### src/logic/mips_pkg.sv
package mips_pkg;

    localparam int XLEN = 32;
    localparam int REG_ADDR_W = 5;
    localparam int ALU_OP_W = 3;

    localparam logic [XLEN-1:0] RESET_PC = '0;

    // primary opcodes
    localparam logic [5:0] OP_SPECIAL = 6'h00;
    localparam logic [5:0] OP_ADDIU = 6'h09;
    localparam logic [5:0] OP_ORI = 6'h0d;
    localparam logic [5:0] OP_LUI = 6'h0f;
    localparam logic [5:0] OP_LW = 6'h23;
    localparam logic [5:0] OP_SW = 6'h2b;

    // function field of SPECIAL
    localparam logic [5:0] FN_ADDU = 6'h21;
    localparam logic [5:0] FN_SUBU = 6'h23;
    localparam logic [5:0] FN_AND = 6'h24;
    localparam logic [5:0] FN_OR = 6'h25;
    localparam logic [5:0] FN_XOR = 6'h26;
    localparam logic [5:0] FN_SLT = 6'h2a;

    localparam logic [ALU_OP_W-1:0] ALU_ADD = 3'd0;
    localparam logic [ALU_OP_W-1:0] ALU_SUB = 3'd1;
    localparam logic [ALU_OP_W-1:0] ALU_AND = 3'd2;
    localparam logic [ALU_OP_W-1:0] ALU_OR = 3'd3;
    localparam logic [ALU_OP_W-1:0] ALU_XOR = 3'd4;
    localparam logic [ALU_OP_W-1:0] ALU_SLT = 3'd5;
    // operand b already holds imm << 16
    localparam logic [ALU_OP_W-1:0] ALU_LUI = 3'd6;

    // same word seen as register format or immediate format
    typedef union packed {
        struct packed {
            logic [5:0] opcode;
            logic [REG_ADDR_W-1:0] rs;
            logic [REG_ADDR_W-1:0] rt;
            logic [REG_ADDR_W-1:0] rd;
            logic [4:0] shamt;
            logic [5:0] funct;
        } r;
        struct packed {
            logic [5:0] opcode;
            logic [REG_ADDR_W-1:0] rs;
            logic [REG_ADDR_W-1:0] rt;
            logic [15:0] imm16;
        } i;
    } instr_t;

endpackage

### src/logic/mips_decode.sv
module mips_decode (
    input  logic clk,
    input  logic reset_i,
    input  logic data_stall_i,
    input  mips_pkg::instr_t instr_i,
    input  logic [mips_pkg::XLEN-1:0] pc_i,
    input  logic [mips_pkg::XLEN-1:0] rs_data_i,
    input  logic [mips_pkg::XLEN-1:0] rt_data_i,
    output logic load_use_stall_o,
    input  logic [mips_pkg::REG_ADDR_W-1:0] ex_fwd_dest_i,
    input  logic ex_fwd_write_enable_i,
    input  logic ex_fwd_load_i,
    input  logic [mips_pkg::XLEN-1:0] ex_fwd_data_i,
    input  logic [mips_pkg::REG_ADDR_W-1:0] mem_fwd_dest_i,
    input  logic mem_fwd_write_enable_i,
    input  logic mem_fwd_load_i,
    input  logic [mips_pkg::XLEN-1:0] mem_fwd_data_i,
    output logic [mips_pkg::XLEN-1:0] ex_pc_o,
    output logic [mips_pkg::ALU_OP_W-1:0] ex_alu_op_o,
    output logic [mips_pkg::XLEN-1:0] ex_src_a_o,
    output logic [mips_pkg::XLEN-1:0] ex_src_b_o,
    output logic [mips_pkg::XLEN-1:0] ex_store_data_o,
    output logic [mips_pkg::REG_ADDR_W-1:0] ex_dest_o,
    output logic ex_write_enable_o,
    output logic ex_load_o,
    output logic ex_store_o
);

    logic [mips_pkg::XLEN-1:0] rs_val, rt_val, src_b;
    logic [mips_pkg::XLEN-1:0] imm_sext, imm_zext, imm_upper;
    logic [mips_pkg::ALU_OP_W-1:0] alu_op;
    logic [mips_pkg::REG_ADDR_W-1:0] dest;
    logic valid, uses_rs, uses_rt, is_load, is_store, write_enable;

    // execute stage wins over memory stage
    function automatic logic [mips_pkg::XLEN-1:0] fwd_operand(
        input logic [mips_pkg::REG_ADDR_W-1:0] addr,
        input logic [mips_pkg::XLEN-1:0] rf_data
    );
        if (ex_fwd_write_enable_i && ex_fwd_dest_i == addr) begin
            return ex_fwd_data_i;
        end
        if (mem_fwd_write_enable_i && mem_fwd_dest_i == addr) begin
            return mem_fwd_data_i;
        end
        return rf_data;
    endfunction

    function automatic logic load_pending(input logic [mips_pkg::REG_ADDR_W-1:0] addr);
        return (ex_fwd_load_i && ex_fwd_write_enable_i && ex_fwd_dest_i == addr) ||
               (mem_fwd_load_i && mem_fwd_write_enable_i && mem_fwd_dest_i == addr);
    endfunction

    assign imm_sext = {{16{instr_i.i.imm16[15]}}, instr_i.i.imm16};
    assign imm_zext = {16'h0000, instr_i.i.imm16};
    assign imm_upper = {instr_i.i.imm16, 16'h0000};

    always_comb begin
        rs_val = fwd_operand(instr_i.i.rs, rs_data_i);
        rt_val = fwd_operand(instr_i.i.rt, rt_data_i);
        load_use_stall_o = (valid && uses_rs && load_pending(instr_i.i.rs)) ||
                           (valid && uses_rt && load_pending(instr_i.i.rt));
    end

    always_comb begin
        alu_op = mips_pkg::ALU_ADD;
        src_b = imm_sext;
        dest = instr_i.i.rt;
        valid = 1'b1;
        uses_rs = 1'b1;
        uses_rt = 1'b0;
        is_load = 1'b0;
        is_store = 1'b0;
        case (instr_i.r.opcode)
            mips_pkg::OP_SPECIAL: begin
                src_b = rt_val;
                dest = instr_i.r.rd;
                uses_rt = 1'b1;
                case (instr_i.r.funct)
                    mips_pkg::FN_ADDU: alu_op = mips_pkg::ALU_ADD;
                    mips_pkg::FN_SUBU: alu_op = mips_pkg::ALU_SUB;
                    mips_pkg::FN_AND: alu_op = mips_pkg::ALU_AND;
                    mips_pkg::FN_OR: alu_op = mips_pkg::ALU_OR;
                    mips_pkg::FN_XOR: alu_op = mips_pkg::ALU_XOR;
                    mips_pkg::FN_SLT: alu_op = mips_pkg::ALU_SLT;
                    default: valid = 1'b0;
                endcase
            end
            mips_pkg::OP_ADDIU: alu_op = mips_pkg::ALU_ADD;
            mips_pkg::OP_ORI: begin
                alu_op = mips_pkg::ALU_OR;
                src_b = imm_zext;
            end
            mips_pkg::OP_LUI: begin
                alu_op = mips_pkg::ALU_LUI;
                src_b = imm_upper;
                uses_rs = 1'b0;
            end
            mips_pkg::OP_LW: is_load = 1'b1;
            mips_pkg::OP_SW: begin
                is_store = 1'b1;
                uses_rt = 1'b1;
            end
            default: valid = 1'b0;
        endcase
        write_enable = valid && !is_store && dest != '0;
    end

    // a load-use stall sends a bubble, data stall freezes the register
    always_ff @(posedge clk) begin
        if (reset_i) begin
            ex_write_enable_o <= 1'b0;
            ex_load_o <= 1'b0;
            ex_store_o <= 1'b0;
        end else if (!data_stall_i) begin
            ex_write_enable_o <= write_enable && !load_use_stall_o;
            ex_load_o <= is_load && !load_use_stall_o;
            ex_store_o <= is_store && !load_use_stall_o;
        end
    end

    always_ff @(posedge clk) begin
        if (!data_stall_i) begin
            ex_pc_o <= pc_i;
            ex_alu_op_o <= alu_op;
            ex_src_a_o <= rs_val;
            ex_src_b_o <= src_b;
            ex_store_data_o <= rt_val;
            ex_dest_o <= dest;
        end
    end

endmodule

### src/logic/mips_execute.sv
module mips_execute (
    input  logic clk,
    input  logic reset_i,
    input  logic data_stall_i,
    input  logic [mips_pkg::XLEN-1:0] ex_pc_i,
    input  logic [mips_pkg::ALU_OP_W-1:0] ex_alu_op_i,
    input  logic [mips_pkg::XLEN-1:0] ex_src_a_i,
    input  logic [mips_pkg::XLEN-1:0] ex_src_b_i,
    input  logic [mips_pkg::XLEN-1:0] ex_store_data_i,
    input  logic [mips_pkg::REG_ADDR_W-1:0] ex_dest_i,
    input  logic ex_write_enable_i,
    input  logic ex_load_i,
    input  logic ex_store_i,
    output logic [mips_pkg::XLEN-1:0] result_o,
    output logic [mips_pkg::XLEN-1:0] mem_pc_o,
    output logic [mips_pkg::XLEN-1:0] mem_result_o,
    output logic [mips_pkg::XLEN-1:0] mem_store_data_o,
    output logic [mips_pkg::REG_ADDR_W-1:0] mem_dest_o,
    output logic mem_write_enable_o,
    output logic mem_load_o,
    output logic mem_store_o
);

    // loads and stores use the add path for the byte address
    always_comb begin
        case (ex_alu_op_i)
            mips_pkg::ALU_ADD: result_o = ex_src_a_i + ex_src_b_i;
            mips_pkg::ALU_SUB: result_o = ex_src_a_i - ex_src_b_i;
            mips_pkg::ALU_AND: result_o = ex_src_a_i & ex_src_b_i;
            mips_pkg::ALU_OR: result_o = ex_src_a_i | ex_src_b_i;
            mips_pkg::ALU_XOR: result_o = ex_src_a_i ^ ex_src_b_i;
            mips_pkg::ALU_SLT:
                result_o = mips_pkg::XLEN'($signed(ex_src_a_i) < $signed(ex_src_b_i));
            mips_pkg::ALU_LUI: result_o = ex_src_b_i;
            default: result_o = '0;
        endcase
    end

    always_ff @(posedge clk) begin
        if (reset_i) begin
            mem_write_enable_o <= 1'b0;
            mem_load_o <= 1'b0;
            mem_store_o <= 1'b0;
        end else if (!data_stall_i) begin
            mem_write_enable_o <= ex_write_enable_i;
            mem_load_o <= ex_load_i;
            mem_store_o <= ex_store_i;
        end
    end

    always_ff @(posedge clk) begin
        if (!data_stall_i) begin
            mem_pc_o <= ex_pc_i;
            mem_result_o <= result_o;
            mem_store_data_o <= ex_store_data_i;
            mem_dest_o <= ex_dest_i;
        end
    end

endmodule

### src/logic/mips_fetch.sv
module mips_fetch (
    input  logic clk,
    input  logic reset_i,
    input  logic stall_i,
    input  logic [mips_pkg::XLEN-1:0] inst_sram_rdata_i,
    output logic [mips_pkg::XLEN-1:0] pc_o,
    output mips_pkg::instr_t id_instr_o,
    output logic [mips_pkg::XLEN-1:0] id_pc_o
);

    // the SRAM answers pc_o in the same cycle
    always_ff @(posedge clk) begin
        if (reset_i) begin
            pc_o <= mips_pkg::RESET_PC;
            id_instr_o <= '0;
        end else if (!stall_i) begin
            pc_o <= pc_o + mips_pkg::XLEN'(4);
            id_instr_o <= inst_sram_rdata_i;
        end
    end

    always_ff @(posedge clk) begin
        if (!stall_i) begin
            id_pc_o <= pc_o;
        end
    end

endmodule

### src/logic/mips_memory.sv
module mips_memory (
    input  logic clk,
    input  logic reset_i,
    input  logic data_stall_i,
    input  logic [mips_pkg::XLEN-1:0] mem_pc_i,
    input  logic [mips_pkg::XLEN-1:0] mem_result_i,
    input  logic [mips_pkg::XLEN-1:0] mem_store_data_i,
    input  logic [mips_pkg::REG_ADDR_W-1:0] mem_dest_i,
    input  logic mem_write_enable_i,
    input  logic mem_load_i,
    input  logic mem_store_i,
    output logic data_sram_read_enable_o,
    output logic [3:0] data_sram_wen_o,
    output logic [mips_pkg::XLEN-1:0] data_sram_addr_o,
    output logic [mips_pkg::XLEN-1:0] data_sram_wdata_o,
    output logic [mips_pkg::XLEN-1:0] wb_pc_o,
    output logic [mips_pkg::XLEN-1:0] wb_result_o,
    output logic [mips_pkg::REG_ADDR_W-1:0] wb_dest_o,
    output logic wb_write_enable_o,
    output logic wb_load_o
);

    // request repeats while stalled, but the store only lands once
    assign data_sram_read_enable_o = mem_load_i;
    assign data_sram_wen_o = (mem_store_i && !data_stall_i) ? 4'hf : 4'h0;
    assign data_sram_addr_o = mem_result_i;
    assign data_sram_wdata_o = mem_store_data_i;

    always_ff @(posedge clk) begin
        if (reset_i || data_stall_i) begin
            wb_write_enable_o <= 1'b0;
            wb_load_o <= 1'b0;
        end else begin
            wb_write_enable_o <= mem_write_enable_i;
            wb_load_o <= mem_load_i;
        end
    end

    always_ff @(posedge clk) begin
        wb_pc_o <= mem_pc_i;
        wb_result_o <= mem_result_i;
        wb_dest_o <= mem_dest_i;
    end

endmodule

### src/logic/mips_regfile.sv
module mips_regfile (
    input  logic clk,
    input  logic reset_i,
    input  logic [mips_pkg::REG_ADDR_W-1:0] rs_addr_i,
    input  logic [mips_pkg::REG_ADDR_W-1:0] rt_addr_i,
    input  logic [mips_pkg::REG_ADDR_W-1:0] wr_addr_i,
    input  logic wr_enable_i,
    input  logic [mips_pkg::XLEN-1:0] wr_data_i,
    output logic [mips_pkg::XLEN-1:0] rs_data_o,
    output logic [mips_pkg::XLEN-1:0] rt_data_o
);

    logic [mips_pkg::XLEN-1:0] regs [1:31];

    // r0 reads zero, a write in flight is seen at once
    function automatic logic [mips_pkg::XLEN-1:0] read_reg(
        input logic [mips_pkg::REG_ADDR_W-1:0] addr
    );
        if (addr == '0) begin
            return '0;
        end
        if (wr_enable_i && wr_addr_i == addr) begin
            return wr_data_i;
        end
        return regs[addr];
    endfunction

    always_ff @(posedge clk) begin
        if (reset_i) begin
            for (int n = 1; n < 32; n++) begin
                regs[n] <= '0;
            end
        end else if (wr_enable_i && wr_addr_i != '0) begin
            regs[wr_addr_i] <= wr_data_i;
        end
    end

    always_comb begin
        rs_data_o = read_reg(rs_addr_i);
        rt_data_o = read_reg(rt_addr_i);
    end

endmodule

### src/logic/mips_top.sv
module mips_top (
    input  logic clk,
    input  logic reset_i,
    output logic [mips_pkg::XLEN-1:0] inst_sram_addr_o,
    input  logic [mips_pkg::XLEN-1:0] inst_sram_rdata_i,
    output logic data_sram_read_enable_o,
    output logic [3:0] data_sram_wen_o,
    output logic [mips_pkg::XLEN-1:0] data_sram_addr_o,
    output logic [mips_pkg::XLEN-1:0] data_sram_wdata_o,
    input  logic [mips_pkg::XLEN-1:0] data_sram_rdata_i,
    input  logic data_stall_i,
    output logic [mips_pkg::XLEN-1:0] debug_wb_pc_o,
    output logic [3:0] debug_wb_wen_o,
    output logic [mips_pkg::REG_ADDR_W-1:0] debug_wb_num_o,
    output logic [mips_pkg::XLEN-1:0] debug_wb_data_o
);

    mips_pkg::instr_t id_instr;
    logic [mips_pkg::XLEN-1:0] id_pc, rs_data, rt_data;
    logic load_use_stall;

    logic [mips_pkg::XLEN-1:0] ex_pc, ex_src_a, ex_src_b, ex_store_data, ex_result;
    logic [mips_pkg::ALU_OP_W-1:0] ex_alu_op;
    logic [mips_pkg::REG_ADDR_W-1:0] ex_dest;
    logic ex_write_enable, ex_load, ex_store;

    logic [mips_pkg::XLEN-1:0] mem_pc, mem_result, mem_store_data;
    logic [mips_pkg::REG_ADDR_W-1:0] mem_dest;
    logic mem_write_enable, mem_load, mem_store;

    logic [mips_pkg::XLEN-1:0] wb_pc, wb_result, rf_wr_data;
    logic [mips_pkg::REG_ADDR_W-1:0] wb_dest, rf_wr_addr;
    logic wb_write_enable, wb_load, rf_wr_enable;

    mips_fetch fetch_stage (
        .clk(clk),
        .reset_i(reset_i),
        .stall_i(load_use_stall | data_stall_i),
        .inst_sram_rdata_i(inst_sram_rdata_i),
        .pc_o(inst_sram_addr_o),
        .id_instr_o(id_instr),
        .id_pc_o(id_pc)
    );

    mips_regfile regfile (
        .clk(clk),
        .reset_i(reset_i),
        .rs_addr_i(id_instr.r.rs),
        .rt_addr_i(id_instr.r.rt),
        .wr_addr_i(rf_wr_addr),
        .wr_enable_i(rf_wr_enable),
        .wr_data_i(rf_wr_data),
        .rs_data_o(rs_data),
        .rt_data_o(rt_data)
    );

    mips_decode decode_stage (
        .clk(clk),
        .reset_i(reset_i),
        .data_stall_i(data_stall_i),
        .instr_i(id_instr),
        .pc_i(id_pc),
        .rs_data_i(rs_data),
        .rt_data_i(rt_data),
        .load_use_stall_o(load_use_stall),
        .ex_fwd_dest_i(ex_dest),
        .ex_fwd_write_enable_i(ex_write_enable),
        .ex_fwd_load_i(ex_load),
        .ex_fwd_data_i(ex_result),
        .mem_fwd_dest_i(mem_dest),
        .mem_fwd_write_enable_i(mem_write_enable),
        .mem_fwd_load_i(mem_load),
        .mem_fwd_data_i(mem_result),
        .ex_pc_o(ex_pc),
        .ex_alu_op_o(ex_alu_op),
        .ex_src_a_o(ex_src_a),
        .ex_src_b_o(ex_src_b),
        .ex_store_data_o(ex_store_data),
        .ex_dest_o(ex_dest),
        .ex_write_enable_o(ex_write_enable),
        .ex_load_o(ex_load),
        .ex_store_o(ex_store)
    );

    mips_execute execute_stage (
        .clk(clk),
        .reset_i(reset_i),
        .data_stall_i(data_stall_i),
        .ex_pc_i(ex_pc),
        .ex_alu_op_i(ex_alu_op),
        .ex_src_a_i(ex_src_a),
        .ex_src_b_i(ex_src_b),
        .ex_store_data_i(ex_store_data),
        .ex_dest_i(ex_dest),
        .ex_write_enable_i(ex_write_enable),
        .ex_load_i(ex_load),
        .ex_store_i(ex_store),
        .result_o(ex_result),
        .mem_pc_o(mem_pc),
        .mem_result_o(mem_result),
        .mem_store_data_o(mem_store_data),
        .mem_dest_o(mem_dest),
        .mem_write_enable_o(mem_write_enable),
        .mem_load_o(mem_load),
        .mem_store_o(mem_store)
    );

    mips_memory memory_stage (
        .clk(clk),
        .reset_i(reset_i),
        .data_stall_i(data_stall_i),
        .mem_pc_i(mem_pc),
        .mem_result_i(mem_result),
        .mem_store_data_i(mem_store_data),
        .mem_dest_i(mem_dest),
        .mem_write_enable_i(mem_write_enable),
        .mem_load_i(mem_load),
        .mem_store_i(mem_store),
        .data_sram_read_enable_o(data_sram_read_enable_o),
        .data_sram_wen_o(data_sram_wen_o),
        .data_sram_addr_o(data_sram_addr_o),
        .data_sram_wdata_o(data_sram_wdata_o),
        .wb_pc_o(wb_pc),
        .wb_result_o(wb_result),
        .wb_dest_o(wb_dest),
        .wb_write_enable_o(wb_write_enable),
        .wb_load_o(wb_load)
    );

    mips_writeback writeback_stage (
        .wb_pc_i(wb_pc),
        .wb_result_i(wb_result),
        .wb_dest_i(wb_dest),
        .wb_write_enable_i(wb_write_enable),
        .wb_load_i(wb_load),
        .data_sram_rdata_i(data_sram_rdata_i),
        .rf_wr_enable_o(rf_wr_enable),
        .rf_wr_addr_o(rf_wr_addr),
        .rf_wr_data_o(rf_wr_data),
        .debug_wb_pc_o(debug_wb_pc_o),
        .debug_wb_wen_o(debug_wb_wen_o),
        .debug_wb_num_o(debug_wb_num_o),
        .debug_wb_data_o(debug_wb_data_o)
    );

endmodule

### src/logic/mips_writeback.sv
module mips_writeback (
    input  logic [mips_pkg::XLEN-1:0] wb_pc_i,
    input  logic [mips_pkg::XLEN-1:0] wb_result_i,
    input  logic [mips_pkg::REG_ADDR_W-1:0] wb_dest_i,
    input  logic wb_write_enable_i,
    input  logic wb_load_i,
    input  logic [mips_pkg::XLEN-1:0] data_sram_rdata_i,
    output logic rf_wr_enable_o,
    output logic [mips_pkg::REG_ADDR_W-1:0] rf_wr_addr_o,
    output logic [mips_pkg::XLEN-1:0] rf_wr_data_o,
    output logic [mips_pkg::XLEN-1:0] debug_wb_pc_o,
    output logic [3:0] debug_wb_wen_o,
    output logic [mips_pkg::REG_ADDR_W-1:0] debug_wb_num_o,
    output logic [mips_pkg::XLEN-1:0] debug_wb_data_o
);

    // load data arrives from the SRAM in this cycle
    assign rf_wr_data_o = wb_load_i ? data_sram_rdata_i : wb_result_i;
    assign rf_wr_enable_o = wb_write_enable_i;
    assign rf_wr_addr_o = wb_dest_i;

    assign debug_wb_pc_o = wb_pc_i;
    assign debug_wb_wen_o = {4{wb_write_enable_i}};
    assign debug_wb_num_o = wb_dest_i;
    assign debug_wb_data_o = rf_wr_data_o;

endmodule

### config.mk
export PLATFORM = sky130hd
export DESIGN_NAME = mips_top
export DESIGN_NICKNAME = d
export VERILOG_FILES = /design/src/logic/mips_pkg.sv /design/src/logic/mips_decode.sv /design/src/logic/mips_execute.sv /design/src/logic/mips_fetch.sv /design/src/logic/mips_memory.sv /design/src/logic/mips_regfile.sv /design/src/logic/mips_top.sv /design/src/logic/mips_writeback.sv
export SDC_FILE = /design/constraint.sdc
export NUM_CORES = 2
export LEC_CHECK = 0
export ABC_AREA = 1
export BUFFER_PORTS_ARGS = -buffer_cell sky130_fd_sc_hd__buf_2
export CAP_MARGIN = 20
export CORE_UTILIZATION = 40
export CTS_BUF_LIST = sky130_fd_sc_hd__clkbuf_2
export DETAILED_ROUTE_END_ITERATION = 16
export HOLD_SLACK_MARGIN = 0.02
export PLACE_DENSITY = 0.6
export SLEW_MARGIN = 0
export SYNTH_ARGS = -nofsm -noshare
export SYNTH_HDL_FRONTEND = slang
export SYNTH_SLANG_ARGS = --single-unit
### constraint.sdc
create_clock -name clk -period 5.08 [get_ports clk]
set_clock_uncertainty 0.1 [all_clocks]
set_input_delay 0.508 -clock clk [delete_from_list [all_inputs] [get_ports clk]]
set_output_delay 0.508 -clock clk [all_outputs]
set_load 0.02 [all_outputs]
# Word-level counts from Yosys, hierarchy flattened
# Memory sizes are Yosys's and may differ from the RTL's. A register that Yosys moved wholly into a read port is not among the register bits.
# Index checks and enable logic that the tools add are counted.
[totals] out_inout_bits=174 inputBits=67 ff_bits=410 ram_bits=992 n_memories=1
[classes] n_reduce_logical=40 order_cmp=1 n_eq_ne=23 add_sub_neg=3 bitwise_logic=4 muxes=53
[memory_table] name="regfile.regs" words=31 width=32 rd=2 rd_ports_with_merged_regs=2 write_ports=31 line="mips_regfile.sv:13" text="logic [mips_pkg::XLEN-1:0] regs [1:31];"
[ops] operator="2-to-1 mux 32 bit" count=18
[ops] operator="case mux 32 bit (7 select lines)" count=1
[ops] operator="case mux 32 bit (3 select lines)" count=1
[ops] operator="equality test 6 bit (second input constant)" count=8
[ops] operator="adder 32 x 3 -> 32 bit (second input constant)" count=1
[ops] operator="adder 32 bit" count=1
[ops] operator="bitwise AND 32 bit" count=1
[ops] operator="< comparator 32 bit" count=1
[ops] operator="bitwise OR 32 bit" count=1
[ops] operator="OR reduction 32 bit" count=1
[ops] operator="subtractor 32 bit" count=1
[ops] operator="bitwise XOR 32 bit" count=1
[ops] operator="equality test 5 bit" count=6
[ops] operator="2-to-1 mux 5 bit" count=6
[ops] operator="logical AND 1 bit" count=23
[ops] operator="2-to-1 mux 1 bit" count=23
[ops] operator="equality test 6 x 4 -> 1 bit (second input constant)" count=3
[ops] operator="case mux 3 bit (5 select lines)" count=1
[ops] operator="zero test 5 bit" count=2
[ops] operator="nonzero test 5 bit" count=2
[ops] operator="equality test 3 bit (second input constant)" count=3
[ops] operator="case mux 3 bit (3 select lines)" count=1
[ops] operator="equality test 3 x 2 -> 1 bit (second input constant)" count=2
[ops] operator="zero test 6 bit" count=1
[ops] operator="10 further kinds" count=15

# Longest topological paths before layout
[logic_depth] ltp_word=10 ltp_mapped=18 mapped_depth_nobuf=18

# By module
# A second synthesis with hierarchy kept.
[unflattened] cells_unflattened=10341 area_unflattened_um2=81637.0
[modules_own_cells] mod="mips_regfile" seq_area_each_um2=30749.5 n_inst=1 cells_each=7424 area_each_um2=58083.2
[modules_own_cells] mod="mips_execute" seq_area_each_um2=3093.0 n_inst=1 cells_each=1416 area_each_um2=9664.3
[modules_own_cells] mod="mips_decode" seq_area_each_um2=4144.0 n_inst=1 cells_each=740 area_each_um2=7139.3
[modules_own_cells] mod="mips_fetch" seq_area_each_um2=2142.1 n_inst=1 cells_each=427 area_each_um2=3688.5
[modules_own_cells] mod="mips_memory" seq_area_each_um2=1421.4 n_inst=1 cells_each=148 area_each_um2=1965.6
[modules_own_cells] mod="mips_writeback" seq_area_each_um2=0.0 n_inst=1 cells_each=183 area_each_um2=1084.8
[modules_own_cells] mod="mips_top" seq_area_each_um2=0.0 n_inst=1 cells_each=3 area_each_um2=11.3

# Worst setup path before layout
# OpenSTA, ideal clock, no wires.
[synth_path] kind="in2reg" from="input data_stall_i" to="register decode_stage.ex_alu_op_o[0] (netlist name), enable pin" stages=2 path_buffers=1 setup_ps=497 path_slack_ps=1054 arrival_time_ps=3430 cell_sequence="inv_1 buf_2"
[synth_lines] item="start, declared" line="mips_top.sv:11" text="input logic data_stall_i,"
[synth_lines] item="end signal, assigned" line="mips_decode.sv:125" text="ex_alu_op_o <= alu_op;"
[synth_lines] item="end, declared" line="mips_decode.sv:19" text="output logic [mips_pkg::ALU_OP_W-1:0] ex_alu_op_o,"
# No word-level cell between the ends.

# Worst setup path in the final report
[layout_path] from="register memory_stage.wb_load_o" to="output debug_wb_data_o[15] (netlist name)"
[layout_via] elab_chain_cells=1
[layout_lines] item="start, declared" line="mips_memory.sv:20" text="output logic wb_load_o"
[layout_lines] item="start signal, assigned" line="mips_memory.sv:35" text="wb_load_o <= mem_load_i;"
[layout_lines] item="2-to-1 mux 32 bit" line="mips_writeback.sv:18" text="assign rf_wr_data_o = wb_load_i ? data_sram_rdata_i : wb_result_i;"
[layout_lines] item="end, declared" line="mips_top.sv:15" text="output logic [mips_pkg::XLEN-1:0] debug_wb_data_o"
# No other way between the ends.

==> flow_metrics.tcl <==
set metrics [dict create \
    outcome "finished clean" \
    synth_area_leaders "edfxtp_1 (49%), nand2_1 (7.3%), nand3_1 (6.3%)" \
    wire_per_inst_um 24.82 \
    post_cts_resized 0 \
    drv_cap 0 \
    clock-root-buffer "clkbuf_2" \
    path_cells "buf_4, nand2_1, o21ai_2, buf_4, inv_1, buf_2" \
    row_count 162 \
    fin_util_pct 44.88 \
    min_from "execute_stage.mem_pc_o[12]$_DFFE_PN_" \
    placed_area_mm2 0.08252 \
    hold_ws_ns 0.2020 \
    final_common_cell "nand2_1" \
    netlist_instances 9356 \
    gp_congestion 0.9842 \
    synth-main-ff-cell "edfxtp_1" \
    syn_to_final_growth_pct 11.04 \
    ioPinCount 241 \
    clk_latency_ns 1.88 \
    netlist_area_mm2 0.07906 \
    overflow 0 \
    critPathMaxFanout 33 \
    cts_made_buffers 401 \
    grt_max_degree 156 \
    synth_cell_type_count 52 \
    cts_tree "built" \
    core_mm2 0.1956 \
    dpl_worst_slack_ns 1.260 \
    finalCritPeriodShare_pct 92.92 \
    fillers 19320 \
    fin_setup_tns_ns 0 \
    port_buffers 236 \
    required_ns 4.47 \
    ant_nets 0 \
    initial_core_util_pct 40.42 \
    vias_per_cell 5.751 \
    fin_area_mm2 0.08779 \
    path_class "reg2out" \
    hp-class "reg2reg" \
    die_y_um 446.6 \
    drt_iter0_markers 9656 \
    relSlewSlack_pct 17.79 \
    dp.cells 11710 \
    setup_viol 0 \
    worstPathArrival_ns 4.11 \
    power_mw 28.84 \
    synth.ff_latch_count 1434 \
    synth_edf_count 1287 \
    clk_pin_slew_ns 0.09 \
    final_cell_mix "nand2_1 (1,490), edfxtp_1 (1,287), nor2_1 (1,224), inv_1 (1,010), nand3_1 (996)" \
    nets 9841 \
    final_cells 12570 \
    synthArstFlopShare_pct 0 \
    synth_top_area_cell "edfxtp_1" \
    multi_input_area_mm2 0.03050 \
    dr.pass1.iters 9 \
    antenna_found_initial 15 \
    grt_pass1_vias 67870 \
    max_clock_freq_ghz 0.2118 \
    dieArea_mm2 0.1994 \
    slowest_stage "dfxtp_4" \
    slew_violations 0 \
    synth_warnings 0 \
    whs_path_depth 0 \
    r2r_start "fetch_stage.id_instr_o[30]$_SDFFE_PP0N_" \
    endpoint_kind "output pin" \
    powerDensity_mw_per_mm2 328.5 \
    synth_top_area_share_pct 48.88 \
    register_area_mm2 0.04163 \
    min_period_ns 4.720 \
    hold_viol_final 0 \
    seq_area_frac_synth_pct 52.60 \
    fin_ws_ns 0.3595 \
    grt_pass1_wl_um 448200 \
    drive_above_1_share_pct 12.29 \
    worstMarginPinSlew_ns 1.233 \
    die_width_um 446.6 \
    critPathMostFrequentCell "buf_4" \
    drc_errors 0 \
    clock-sinks 1434 \
    rrSetupSlack_ns 0.71 \
    synth.avg_cell_area_um2 8.450 \
    ir_worst_vdd_mv 0.1960 \
    rsz0062_at_grt "no" \
    hold_end "memory_stage.wb_pc_o[12]$_DFF_P_" \
    cp_slowest_stage_delay_ns 0.61 \
    clock_path_buffers 4 \
    grt.total_usage_pct 30.42 \
    cts_max_level 5 \
    routed_wl_um 312000 \
    vias 72300 \
    crit_path_start_kind "register" \
    p_leak_nw 35.96 \
    hpwl_um 204100 \
    rr_worst_depth 10 \
]
where the power goes:
group	internal (mW)	switching, mW	leakage [nW]
combinational	1.60	4.72	18.8
clock	3.37	5.19	2.70
sequential	13.5	0.484	14.5
total	18.4	10.4	36.0
worst max-delay path by stage:
stage	to	slack [ns]	from
finish	debug_wb_data_o[15]	0.36	memory_stage.wb_load_o$_SDFF_PP0_
detailed placement	register	1.26	fetch_stage.id_instr_o[30]$_SDFFE_PP0N_
floorplan	decode_stage.ex_alu_op_o[0]$_DFFE_PN_	1.05	data_stall_i
CTS	debug_wb_data_o[15]	0.15	memory_stage.wb_load_o$_SDFF_PP0_
global route	debug_wb_data_o[15]	0.10	memory_stage.wb_load_o$_SDFF_PP0_
global placement	fetch_stage.id_instr_o[14]$_SDFFE_PP0N_	1.40	fetch_stage.id_instr_o[30]$_SDFFE_PP0N_
synth_stat cells (2+ instances only):
| cell type | n |
|---|---|
| a21boi_2 | 3 |
| a21oi_1 | 701 |
| a21oi_2 | 5 |
| a221oi_1 | 24 |
| and2_1 | 24 |
| and3_1 | 3 |
| buf_1 | 85 |
| buf_2 | 289 |
| buf_4 | 32 |
| buf_6 | 36 |
| clkbuf_1 | 312 |
| clkbuf_2 | 4 |
| dfxtp_1 | 147 |
| edfxtp_1 | 1287 |
| fa_1 | 2 |
| ha_1 | 114 |
| inv_1 | 1015 |
| inv_2 | 13 |
| nand2_1 | 1539 |
| nand2_2 | 6 |
| nand3_1 | 1001 |
| nand3_2 | 12 |
| nand3b_1 | 2 |
| nand4_1 | 47 |
| nor2_1 | 1224 |
| nor3_1 | 42 |
| nor3_2 | 4 |
| nor4_1 | 6 |
| o211ai_1 | 480 |
| o211ai_2 | 5 |
| o21a_1 | 5 |
| o21ai_0 | 677 |
| o21ai_1 | 107 |
| o21bai_1 | 11 |
| o221ai_1 | 3 |
| o22ai_1 | 30 |
| xnor2_1 | 10 |
| xor2_1 | 35 |
layer usage:
layer | track usage, % | vias to the layer above | part of all wire [%]
met5 | 0 | - | 0.0087
met1 | 40.28 | 34560 | 39
met4 | 14.06 | 4 | 4.6
met2 | 46.34 | 4385 | 44
met3 | 8.005 | 805 | 12
li1 | - | 32550 | -
cell type report:
class / count / share of cell area, %
inverters: 1028 / 4.417
clock buffers: 592 / 3.375
repair buffers: 623 / 5.706
well taps: 2624 / 3.740
multi-input cells: 6170 / 34.74
clock inverters: 87 / 0.5672
flip-flops and latches: 1434 / 47.41
diodes: 14 / 0.03991
sequential cells by signal, summed over array words and instances, names as in the netlist, 3 cells and up, named ones only:
name	count
fetch_stage.id_instr_o	32
regfile.regs	1024
decode_stage.ex_alu_op_o	3
memory_stage.wb_pc_o	30
execute_stage.mem_result_o	32
fetch_stage.pc_o	30
execute_stage.mem_pc_o	30
memory_stage.wb_dest_o	5
decode_stage.ex_src_b_o	32
memory_stage.wb_result_o	32
execute_stage.mem_dest_o	5
execute_stage.mem_store_data_o	32
decode_stage.ex_store_data_o	32
decode_stage.ex_pc_o	30
decode_stage.ex_dest_o	5
decode_stage.ex_src_a_o	32
fetch_stage.id_pc_o	30
repair_timing:
action / 4_1_cts / 5_1_grt
hold buffers: 169 / 0
endpoints found under the setup margin: 1 / 0
hold endpoints to repair: 1888 / 0
setup buffers: 1 / 0
cell families (layout without fill, tap and decap cells):
kind of cell	count (synthesis)	count (layout)	synth area share [%]
and+or+nand+nor	3915	3915	20.68
AOI/OAI and AO/OA	2058	2058	14.90
buffers and inverters	1787	2330	9.456
DFF	1434	1434	52.60
adders and majority gates	116	116	1.855
xor gates and xnor gates	45	45	0.4985
other	1	50	0.004743
worst max-delay path: cells and delay by family (launching register included):
| kind | cells | cell delay (ns) |
|---|---|---|
| buffers and inverters | 4 | 1.48 |
| and+or+nand+nor | 1 | 0.13 |
| DFF | 1 | 0.61 |
| AOI/OAI and AO/OA | 1 | 0.07 |
No activity file was read; power rests on OpenSTA's default activity.
